File: src/hop_codes.mem
// one 16-bit hop code in hex per line, hop 0 first.
a5c3
3c96
0ff0
9e17
5a5a
c381
7e24
e60b

File: src/design/hop_tx_pkg.sv
package hop_tx_pkg;

  localparam int PHASE_W    = 16;
  localparam int SAMPLE_W   = 12;
  localparam int GPIO_W     = 12;
  localparam int NSYMB      = 8;   // symbol 0 is the pilot.
  localparam int SYMB_LEN   = 16;
  localparam int BURST_LEN  = NSYMB * SYMB_LEN;
  localparam int HOP_CODE_W = 16;
  localparam int NUM_HOPS   = 8;
  localparam int HOP_IDX_W  = 3;

  localparam int SYNC_LEN     = 32;
  localparam int LOC_SYNC_LEN = 64;
  localparam int SCAN_DIV     = 4;

  // counter widths and terminal counts.
  localparam int DIV_W        = $clog2(SCAN_DIV);
  localparam int SYNC_CNT_W   = $clog2(LOC_SYNC_LEN);
  localparam int SCAN_STEP_W  = $clog2(HOP_CODE_W * 4 + 4);
  localparam int SAMPLE_IDX_W = $clog2(BURST_LEN);
  localparam int SYMB_IDX_W   = $clog2(NSYMB);
  localparam int SYMB_SHIFT   = $clog2(SYMB_LEN);
  localparam int LUT_W        = 4;

  localparam logic [DIV_W-1:0]        DIV_LAST       = DIV_W'(SCAN_DIV - 1);
  localparam logic [SYNC_CNT_W-1:0]   LOC_SYNC_LAST  = SYNC_CNT_W'(LOC_SYNC_LEN - 1);
  localparam logic [SYNC_CNT_W-1:0]   SYNC_LAST      = SYNC_CNT_W'(SYNC_LEN - 1);
  localparam logic [SCAN_STEP_W-1:0]  SCAN_BIT_STEPS = SCAN_STEP_W'(HOP_CODE_W * 4);
  localparam logic [SCAN_STEP_W-1:0]  SCAN_LAST_STEP = SCAN_STEP_W'(HOP_CODE_W * 4 + 3);
  localparam logic [SAMPLE_IDX_W-1:0] BURST_LAST     = SAMPLE_IDX_W'(BURST_LEN - 1);
  localparam logic [HOP_IDX_W-1:0]    LAST_HOP       = HOP_IDX_W'(NUM_HOPS - 1);
  localparam logic [LUT_W-1:0]        QUARTER_IDX    = LUT_W'(4);

  localparam logic [PHASE_W-1:0] HOP_BASE_INC = 16'd1024;
  localparam logic [PHASE_W-1:0] HOP_STEP_INC = 16'd512;
  localparam logic [PHASE_W-1:0] PILOT_PH     = 16'd16384; // quarter turn.
  localparam logic [PHASE_W-1:0] BIT_PH       = 16'd32768; // half turn.

  localparam logic [GPIO_W-1:0] PIN_SYNC    = 12'h001;
  localparam logic [GPIO_W-1:0] PIN_ARM     = 12'h002;
  localparam logic [GPIO_W-1:0] PIN_LOAD    = 12'h004;
  localparam logic [GPIO_W-1:0] PIN_DATA    = 12'h010;
  localparam logic [GPIO_W-1:0] PIN_PHI_BAR = 12'h040;
  localparam logic [GPIO_W-1:0] PIN_PHI     = 12'h100;
  localparam logic [GPIO_W-1:0] PIN_ID      = 12'h400;
  localparam logic [GPIO_W-1:0] PIN_TX      = 12'h800;
  localparam logic [GPIO_W-1:0] OUT_MASK    = PIN_SYNC | PIN_LOAD | PIN_DATA | PIN_PHI_BAR |
                                              PIN_PHI | PIN_ID | PIN_TX;

  // one full turn of sine, amplitude 2047.
  localparam logic signed [SAMPLE_W-1:0] SINE_LUT [16] = '{
    12'sd0,     12'sd783,   12'sd1447,  12'sd1891,
    12'sd2047,  12'sd1891,  12'sd1447,  12'sd783,
    12'sd0,    -12'sd783,  -12'sd1447, -12'sd1891,
    -12'sd2047, -12'sd1891, -12'sd1447, -12'sd783
  };

  typedef enum logic [1:0] {
    st_init,
    st_loc_sync,
    st_hop_sync,
    st_hop_tx
  } seq_state_t;

endpackage
File: src/design/scan_bus_if.sv
`timescale 1ns/10ps

interface scan_bus_if;
  logic id;        // high for the whole transfer.
  logic phi;
  logic phi_bar;
  logic data;
  logic load_chip;

  modport driver (
    output id, phi, phi_bar, data, load_chip
  );

  modport pins (
    input id, phi, phi_bar, data, load_chip
  );

endinterface

File: src/design/hop_tx_top.sv
`timescale 1ns/10ps

module hop_tx_top (
  input  logic                                   clk,
  input  logic                                   reset,
  input  logic        [hop_tx_pkg::GPIO_W-1:0]   fp_gpio_in,
  output logic        [hop_tx_pkg::GPIO_W-1:0]   fp_gpio_out,
  output logic        [hop_tx_pkg::GPIO_W-1:0]   fp_gpio_ddr,
  input  logic        [hop_tx_pkg::NSYMB-1:0]    tx_bits,
  output logic signed [hop_tx_pkg::SAMPLE_W-1:0] itx,
  output logic signed [hop_tx_pkg::SAMPLE_W-1:0] qtx,
  output logic                                   tx_valid
);

  logic                              scan_tick;
  logic                              code_start;
  logic [hop_tx_pkg::HOP_CODE_W-1:0] hop_code;
  logic                              burst_start;
  logic [hop_tx_pkg::PHASE_W-1:0]    phase_inc;
  logic                              burst_done;
  logic                              sync_active;
  logic                              tx_active;
  logic                              arm;

  scan_bus_if scan ();

  tick_divider tick_divider_inst (
    .clk   (clk),
    .reset (reset),
    .tick  (scan_tick)
  );

  scan_shifter scan_shifter_inst (
    .clk        (clk),
    .reset      (reset),
    .tick       (scan_tick),
    .code_start (code_start),
    .hop_code   (hop_code),
    .scan       (scan.driver)
  );

  tone_gen tone_gen_inst (
    .clk         (clk),
    .reset       (reset),
    .burst_start (burst_start),
    .phase_inc   (phase_inc),
    .tx_bits     (tx_bits),
    .itx         (itx),
    .qtx         (qtx),
    .tx_valid    (tx_valid),
    .burst_done  (burst_done)
  );

  hop_sequencer hop_sequencer_inst (
    .clk         (clk),
    .reset       (reset),
    .arm         (arm),
    .burst_done  (burst_done),
    .code_start  (code_start),
    .hop_code    (hop_code),
    .burst_start (burst_start),
    .phase_inc   (phase_inc),
    .sync_active (sync_active),
    .tx_active   (tx_active)
  );

  gpio_port gpio_port_inst (
    .clk         (clk),
    .reset       (reset),
    .fp_gpio_in  (fp_gpio_in),
    .fp_gpio_out (fp_gpio_out),
    .fp_gpio_ddr (fp_gpio_ddr),
    .scan        (scan.pins),
    .sync_active (sync_active),
    .tx_active   (tx_active),
    .arm         (arm)
  );

endmodule

File: src/design/gpio_port.sv
`timescale 1ns/10ps

module gpio_port (
  input  logic                          clk,
  input  logic                          reset,
  input  logic [hop_tx_pkg::GPIO_W-1:0] fp_gpio_in,
  output logic [hop_tx_pkg::GPIO_W-1:0] fp_gpio_out,
  output logic [hop_tx_pkg::GPIO_W-1:0] fp_gpio_ddr,
  scan_bus_if.pins                      scan,
  input  logic                          sync_active,
  input  logic                          tx_active,
  output logic                          arm
);

  logic [hop_tx_pkg::GPIO_W-1:0] in_meta;
  logic [hop_tx_pkg::GPIO_W-1:0] in_sync;
  logic [hop_tx_pkg::GPIO_W-1:0] out_word;

  assign arm         = |(in_sync & hop_tx_pkg::PIN_ARM);
  assign fp_gpio_ddr = hop_tx_pkg::OUT_MASK;   // fixed directions.

  always_comb begin
    out_word = '0;
    if (scan.id)        out_word = out_word | hop_tx_pkg::PIN_ID;
    if (scan.phi)       out_word = out_word | hop_tx_pkg::PIN_PHI;
    if (scan.phi_bar)   out_word = out_word | hop_tx_pkg::PIN_PHI_BAR;
    if (scan.data)      out_word = out_word | hop_tx_pkg::PIN_DATA;
    if (scan.load_chip) out_word = out_word | hop_tx_pkg::PIN_LOAD;
    if (sync_active)    out_word = out_word | hop_tx_pkg::PIN_SYNC;
    if (tx_active)      out_word = out_word | hop_tx_pkg::PIN_TX;
  end

  always_ff @(posedge clk) begin
    if (reset) begin
      in_meta     <= '0;
      in_sync     <= '0;
      fp_gpio_out <= '0;
    end else begin
      in_meta     <= fp_gpio_in;           // two-stage synchronizer.
      in_sync     <= in_meta;
      fp_gpio_out <= out_word & hop_tx_pkg::OUT_MASK;
    end
  end

endmodule

File: src/design/hop_sequencer.sv
`timescale 1ns/10ps

module hop_sequencer (
  input  logic                              clk,
  input  logic                              reset,
  input  logic                              arm,
  input  logic                              burst_done,
  output logic                              code_start,
  output logic [hop_tx_pkg::HOP_CODE_W-1:0] hop_code,
  output logic                              burst_start,
  output logic [hop_tx_pkg::PHASE_W-1:0]    phase_inc,
  output logic                              sync_active,
  output logic                              tx_active
);

  hop_tx_pkg::seq_state_t state;

  logic [hop_tx_pkg::SYNC_CNT_W-1:0] count;    // shared by both sync states.
  logic [hop_tx_pkg::HOP_IDX_W-1:0]  hop_idx;
  logic [hop_tx_pkg::HOP_CODE_W-1:0] code_table [hop_tx_pkg::NUM_HOPS];

  initial begin
    $readmemh("/design/src/hop_codes.mem", code_table);
  end

  assign hop_code    = code_table[hop_idx];
  assign code_start  = (state == hop_tx_pkg::st_hop_sync) && (count == hop_tx_pkg::SYNC_LAST);
  assign burst_start = (state == hop_tx_pkg::st_hop_sync) && (count == '0);
  assign tx_active   = (state == hop_tx_pkg::st_hop_tx);

  // the sync pin is registered one cycle later than tx_valid rises,
  // so drop the flag on the burst_start cycle to keep them apart.
  assign sync_active = ((state == hop_tx_pkg::st_loc_sync) ||
                        (state == hop_tx_pkg::st_hop_sync)) && !burst_start;

  always_ff @(posedge clk) begin
    if (reset) begin
      state     <= hop_tx_pkg::st_init;
      count     <= '0;
      hop_idx   <= '0;
      phase_inc <= hop_tx_pkg::HOP_BASE_INC;
    end else begin
      case (state)
        hop_tx_pkg::st_init: begin
          hop_idx   <= '0;
          phase_inc <= hop_tx_pkg::HOP_BASE_INC;
          count     <= hop_tx_pkg::LOC_SYNC_LAST;
          if (arm) begin
            state <= hop_tx_pkg::st_loc_sync;
          end
        end
        hop_tx_pkg::st_loc_sync: begin
          if (count == '0) begin
            state <= hop_tx_pkg::st_hop_sync;
            count <= hop_tx_pkg::SYNC_LAST;
          end else begin
            count <= count - 1'b1;
          end
        end
        hop_tx_pkg::st_hop_sync: begin
          if (count == '0) begin
            state <= hop_tx_pkg::st_hop_tx;
          end else begin
            count <= count - 1'b1;
          end
        end
        hop_tx_pkg::st_hop_tx: begin
          if (burst_done) begin
            if (hop_idx == hop_tx_pkg::LAST_HOP) begin
              state <= hop_tx_pkg::st_init;   // pass done, wait for arm again.
            end else begin
              state     <= hop_tx_pkg::st_hop_sync;
              count     <= hop_tx_pkg::SYNC_LAST;
              hop_idx   <= hop_idx + 1'b1;
              phase_inc <= phase_inc + hop_tx_pkg::HOP_STEP_INC;
            end
          end
        end
        default: begin
          state <= hop_tx_pkg::st_init;
        end
      endcase
    end
  end

endmodule

File: src/design/tone_gen.sv
`timescale 1ns/10ps

module tone_gen (
  input  logic                                   clk,
  input  logic                                   reset,
  input  logic                                   burst_start,
  input  logic        [hop_tx_pkg::PHASE_W-1:0]  phase_inc,
  input  logic        [hop_tx_pkg::NSYMB-1:0]    tx_bits,
  output logic signed [hop_tx_pkg::SAMPLE_W-1:0] itx,
  output logic signed [hop_tx_pkg::SAMPLE_W-1:0] qtx,
  output logic                                   tx_valid,
  output logic                                   burst_done
);

  logic [hop_tx_pkg::PHASE_W-1:0]      acc;       // phase of the next sample.
  logic [hop_tx_pkg::PHASE_W-1:0]      inc_q;
  logic [hop_tx_pkg::PHASE_W-1:0]      inc_sel;
  logic [hop_tx_pkg::PHASE_W-1:0]      base_ph;
  logic [hop_tx_pkg::PHASE_W-1:0]      sym_ph;
  logic [hop_tx_pkg::PHASE_W-1:0]      out_ph;
  logic [hop_tx_pkg::SAMPLE_IDX_W-1:0] idx;
  logic [hop_tx_pkg::SAMPLE_IDX_W-1:0] cur_idx;
  logic [hop_tx_pkg::SYMB_IDX_W-1:0]   sym;
  logic [hop_tx_pkg::LUT_W-1:0]        sin_i;
  logic [hop_tx_pkg::LUT_W-1:0]        cos_i;
  logic                                active;
  logic                                emit;

  // sample 0 goes out on the burst_start edge itself.
  assign emit    = burst_start | active;
  assign cur_idx = burst_start ? '0 : idx;
  assign base_ph = burst_start ? '0 : acc;
  assign inc_sel = burst_start ? phase_inc : inc_q;

  assign sym = cur_idx[hop_tx_pkg::SYMB_SHIFT +: hop_tx_pkg::SYMB_IDX_W];

  always_comb begin
    if (sym == '0) begin
      sym_ph = hop_tx_pkg::PILOT_PH;
    end else if (tx_bits[sym]) begin
      sym_ph = hop_tx_pkg::BIT_PH;
    end else begin
      sym_ph = '0;
    end
  end

  assign out_ph = base_ph + sym_ph;
  assign sin_i  = out_ph[hop_tx_pkg::PHASE_W-1 -: hop_tx_pkg::LUT_W];
  assign cos_i  = sin_i + hop_tx_pkg::QUARTER_IDX;   // wraps in 4 bits.

  always_ff @(posedge clk) begin
    if (reset) begin
      active     <= 1'b0;
      idx        <= '0;
      tx_valid   <= 1'b0;
      burst_done <= 1'b0;
    end else begin
      tx_valid   <= emit;
      burst_done <= tx_valid & ~emit;
      if (emit) begin
        active <= (cur_idx != hop_tx_pkg::BURST_LAST);
        idx    <= cur_idx + 1'b1;
      end
    end
  end

  always_ff @(posedge clk) begin
    if (burst_start) begin
      inc_q <= phase_inc;
    end
    if (emit) begin
      acc <= base_ph + inc_sel;
      itx <= hop_tx_pkg::SINE_LUT[cos_i];
      qtx <= hop_tx_pkg::SINE_LUT[sin_i];
    end else begin
      itx <= '0;
      qtx <= '0;
    end
  end

endmodule

File: src/design/scan_shifter.sv
`timescale 1ns/10ps

module scan_shifter (
  input  logic                              clk,
  input  logic                              reset,
  input  logic                              tick,
  input  logic                              code_start,
  input  logic [hop_tx_pkg::HOP_CODE_W-1:0] hop_code,
  scan_bus_if.driver                        scan
);

  logic [hop_tx_pkg::HOP_CODE_W-1:0]  sreg;
  logic [hop_tx_pkg::SCAN_STEP_W-1:0] step;   // bit index in upper bits, phase in [1:0].
  logic                               pending;
  logic                               running;
  logic                               in_bits;
  logic                               bit_end;

  assign in_bits = (step < hop_tx_pkg::SCAN_BIT_STEPS);
  assign bit_end = running && in_bits && (step[1:0] == 2'd3);

  // code_start wins over everything, a new code restarts the transfer.
  always_ff @(posedge clk) begin
    if (reset) begin
      pending <= 1'b0;
      running <= 1'b0;
      step    <= '0;
    end else if (code_start) begin
      pending <= 1'b1;
      running <= 1'b0;
      step    <= '0;
    end else if (tick) begin
      if (pending) begin
        pending <= 1'b0;      // line up with the scan tick grid.
        running <= 1'b1;
        step    <= '0;
      end else if (running) begin
        if (step == hop_tx_pkg::SCAN_LAST_STEP) begin
          running <= 1'b0;
          step    <= '0;
        end else begin
          step <= step + 1'b1;
        end
      end
    end
  end

  always_ff @(posedge clk) begin
    if (code_start) begin
      sreg <= hop_code;
    end else if (tick && bit_end) begin
      sreg <= {sreg[hop_tx_pkg::HOP_CODE_W-2:0], 1'b0}; // msb first.
    end
  end

  // phases per bit: phi, gap, phi_bar, gap.
  assign scan.id        = pending | running;
  assign scan.phi       = running && in_bits && (step[1:0] == 2'd0);
  assign scan.phi_bar   = running && in_bits && (step[1:0] == 2'd2);
  assign scan.data      = running && in_bits && sreg[hop_tx_pkg::HOP_CODE_W-1];
  assign scan.load_chip = running && (step == hop_tx_pkg::SCAN_BIT_STEPS);

endmodule

File: src/design/tick_divider.sv
`timescale 1ns/10ps

module tick_divider (
  input  logic clk,
  input  logic reset,
  output logic tick
);

  logic [hop_tx_pkg::DIV_W-1:0] cnt;

  always_ff @(posedge clk) begin
    if (reset) begin
      cnt  <= '0;
      tick <= 1'b0;
    end else begin
      tick <= (cnt == hop_tx_pkg::DIV_LAST);
      if (cnt == hop_tx_pkg::DIV_LAST) begin
        cnt <= '0;
      end else begin
        cnt <= cnt + 1'b1;
      end
    end
  end

endmodule

File: config.mk
export PLATFORM = sky130hd
export DESIGN_NAME = hop_tx_top
export DESIGN_NICKNAME = d
export VERILOG_FILES = /design/src/design/hop_tx_pkg.sv /design/src/design/scan_bus_if.sv /design/src/design/hop_tx_top.sv /design/src/design/gpio_port.sv /design/src/design/hop_sequencer.sv /design/src/design/tone_gen.sv /design/src/design/scan_shifter.sv /design/src/design/tick_divider.sv
export SDC_FILE = /design/constraint.sdc
export NUM_CORES = 1
export LEC_CHECK = 0
export ABC_AREA = 1
export BUFFER_PORTS_ARGS = -buffer_cell sky130_fd_sc_hd__buf_2
export CORE_ASPECT_RATIO = 2
export CORE_UTILIZATION = 54
export DETAILED_ROUTE_END_ITERATION = 8
export PLACE_DENSITY_LB_ADDON = 0.08
export REMOVE_ABC_BUFFERS = 1
export SYNTH_ARGS = -nofsm -noshare
export SYNTH_HDL_FRONTEND = slang
export SYNTH_HIERARCHICAL = 1
export SYNTH_SLANG_ARGS = --single-unit
export TNS_END_PERCENT = 50
File: constraint.sdc
create_clock -name clk -period 3.3 [get_ports clk]
set_input_delay 0.66 -clock clk [delete_from_list [all_inputs] [get_ports clk]]
set_output_delay 0.66 -clock clk [all_outputs]
set_load 0.02 [all_outputs]
==> out/results.txt <==
Status - finished, final reports clean
Synth Flop Type - dfxtp_1
TritonCTS Sinks - 117
First-pass GRT wire length - 21.7 mm
Most frequent cells in the layout - 223 x nand2_1, 98 x inv_1, 89 x nor2_1
Gp weighted congestion - 0.863
Worst-path clk slew - 0.06 ns
Syn avg cell area - 7.56 µm²
Initial antenna violation count - 0
Die area - 12300 µm²
H-tree levels - 4
Post-synthesis sequential area ratio - 41.6%
Post-DRT Antenna Nets - 0
Worst vdd ir - 0.419 mV
Post-synth EDFFs - 32
Mapped Cells - 847
Slew @ Worst Pin - 0.594 ns
CTS Buf Count - 17
Die height - 156 µm
Max Cap Violations - 0
Number of top-level pins - 71
Vias per cell - 4.91
Leak - 3.59 nW
Yosys reg bits - 117
Largest net degree at the start of global routing - 31
R2R Setup Slk - 0.20 ns
Worst hold slack - 0.410 ns
Vias in the first global route - 5061
Cts hold-fix bufs - 0
FMAX - 322 MHz
Fin Clk Skew - 0.00681 ns
Register area - 2660 µm²
Pwr dens - 624 nW/µm²
Critical path class - flip-flop to flip-flop
Slew HR - 60.4%
Initial Util - 56.1%
# DRC - 0
Fin. Hold Viols - 0
Mapped cell area - 6400 µm²
Die X-Extent - 79.0 µm
Setup TNS - 0 ns
Footprint of the multi-input gates - 3030 µm²
Initial DRC count - 166
CTS tree - yes
Layout Area Growth over Synthesis - 12.3%
Via count - 5144
Hold WC Path Type - flip-flop to flip-flop
Critical Path End Type - flip-flop
Clock Tree Buf Depth - 2
Max FO, Critical Path - 13
Worst path arrival time - 3.26 ns
# diodes - 0
Core footprint - 11400 µm²
Commonest non-fill, non-tap cell in the layout - nand2_1
Count of cell types in the netlist - 46
Max Slew Vio Count - 0
# nets final - 949
Tmin final - 3.10 ns
Tcrit/Tclk final - 94.0%
RSZ-0062 raised after global routing - false
GR Overflow Total - 0
Ys async rst share - 0%
Hpwl dp - 9.28 mm
Avg WL per Cell - 12.0 µm
Startpoint types - flip-flop
Worst skew pair latency - 0.41 ns
TritonRoute pass-1 iters - 4
Final setup fails - 0
Fillers - 1031
Total Power - 4.49 mW
Critical Path RT - 3.45 ns
YS warnings - 6
Drt total wl - 12.6 mm
Fraction of layout cells with a size suffix above 1 - 14.2%
GRT Total Usage - 22.3%
Clock root cell - clkbuf_16
Number of cell rows - 55
I/O Buffers - 41
per-stage QoR:
stage          setup WS (ns)  util [%]  std cells  instance area, µm²
2_1_floorplan        -0.0346         -        825                6120
3_3_place_gp           0.323      57.6       1016                6580
3_5_place_dp           0.219      57.6       1016                6580
4_1_cts                0.194      62.9       1048                7180
5_1_grt               0.0117      63.0       1048                7190
6_report               0.198      63.0       1048                7190
cells in the mapped netlist, types with 2 or more instances:
cell type,n,area (µm²)
a21o_1,3,22.5
ha_1,33,413
o21bai_1,5,37.5
buf_2,5,25.0
nand2_4,6,67.6
nand3_1,54,270
nor3_1,6,30.0
conb_1,3,11.3
nand2_1,223,837
inv_1,99,372
inv_2,14,52.6
nand2_2,10,62.6
a21oi_1,44,220
clkbuf_1,6,22.5
and2_1,2,12.5
buf_6,3,33.8
dfxtp_1,85,1700
nand3_2,2,20.0
o21ai_1,7,35.0
o21ai_0,21,105
o22ai_1,3,18.8
nand4_1,5,31.3
xor2_1,14,123
nor2_1,89,334
edfxtp_1,32,961
buf_4,46,345
nor2_2,7,43.8
nand3b_1,2,15.0
power breakdown:
part / internal, mW / switching [mW]
sequential: 1.62 / 0.0673
combinational: 0.340 / 0.635
clock: 1.15 / 0.677
metal layers:
layer  share of wire [%]  up-vias  track usage, %
li1                    -     2685               -
met1                  38     2345            21.8
met2                  56       91            43.1
met3                 2.8       23            4.44
met4                 2.6        0            10.1
met5                   0        -               0
worst max-delay path: stages (launching register included):
cell	delay, ns
dfxtp_1	0.33
inv_1	0.08
ha_1	0.17
nand2_1	0.08
nor2_2	0.15
nand3_2	0.16
inv_1	0.19
buf_4	0.22
nor2_1	0.07
ha_1	0.21
fa_1	0.44
nand3_1	0.11
nand2_1	0.13
a21o_1	0.23
nand3_1	0.07
nand2_1	0.06
xor2_1	0.14
logic make-up after synthesis:
group	after synthesis	synth area share [%]
AND/OR/NAND/NOR	412	27.9
buffers and inverters	176	13.6
flip-flops	117	41.6
AO/OA/AOI/OAI	89	7.56
adder cells (fa/ha/maj)	34	6.76
XOR/XNOR	16	2.48
other	3	0.176
worst paths after layout:
path,start,endpoint,depth (start not counted)
worst max-delay path,hop_sequencer_inst/count[0]$_SDFFE_PP0P_,tone_gen_inst/acc[10]$_DFFE_PN_,16
worst min-delay path,gpio_port_inst/in_meta[1]$_SDFF_PP0_,gpio_port_inst/in_sync[1]$_SDFF_PP0_,2
worst max register to register,hop_sequencer_inst/count[0]$_SDFFE_PP0P_,tone_gen_inst/acc[10]$_DFFE_PN_,16
worst min register to register,gpio_port_inst/in_meta[1]$_SDFF_PP0_,gpio_port_inst/in_sync[1]$_SDFF_PP0_,2
registers in the layout, indices dropped and copies added (netlist names):
signal                        cells
gpio_port_inst/fp_gpio_out        7
gpio_port_inst/in_meta            1
gpio_port_inst/in_sync            1
hop_sequencer_inst/count          6
hop_sequencer_inst/hop_idx        3
hop_sequencer_inst/phase_inc      7
hop_sequencer_inst/state          2
scan_shifter_inst/pending         1
scan_shifter_inst/running         1
scan_shifter_inst/sreg           16
scan_shifter_inst/step            7
tick_divider_inst/cnt             2
tick_divider_inst/tick            1
tone_gen_inst/acc                16
tone_gen_inst/active              1
tone_gen_inst/burst_done          1
tone_gen_inst/idx                 7
tone_gen_inst/inc_q              16
tone_gen_inst/itx                10
tone_gen_inst/qtx                10
tone_gen_inst/tx_valid            1
layout make-up:
cell class              instances  area share [%]
clock inverters                12            1.60
repair buffers                 49            3.91
multi-input cells             593            42.1
well taps                     142            2.47
inverters                     115            6.11
clock buffers                  20            6.80
flip-flops and latches        117            37.0
timing repair:
item	4_1_cts	5_1_grt
buffers inserted	0	0
setup endpoints to repair	0	13
gates resized for setup	0	4
(Power assumes the default switching activity.)
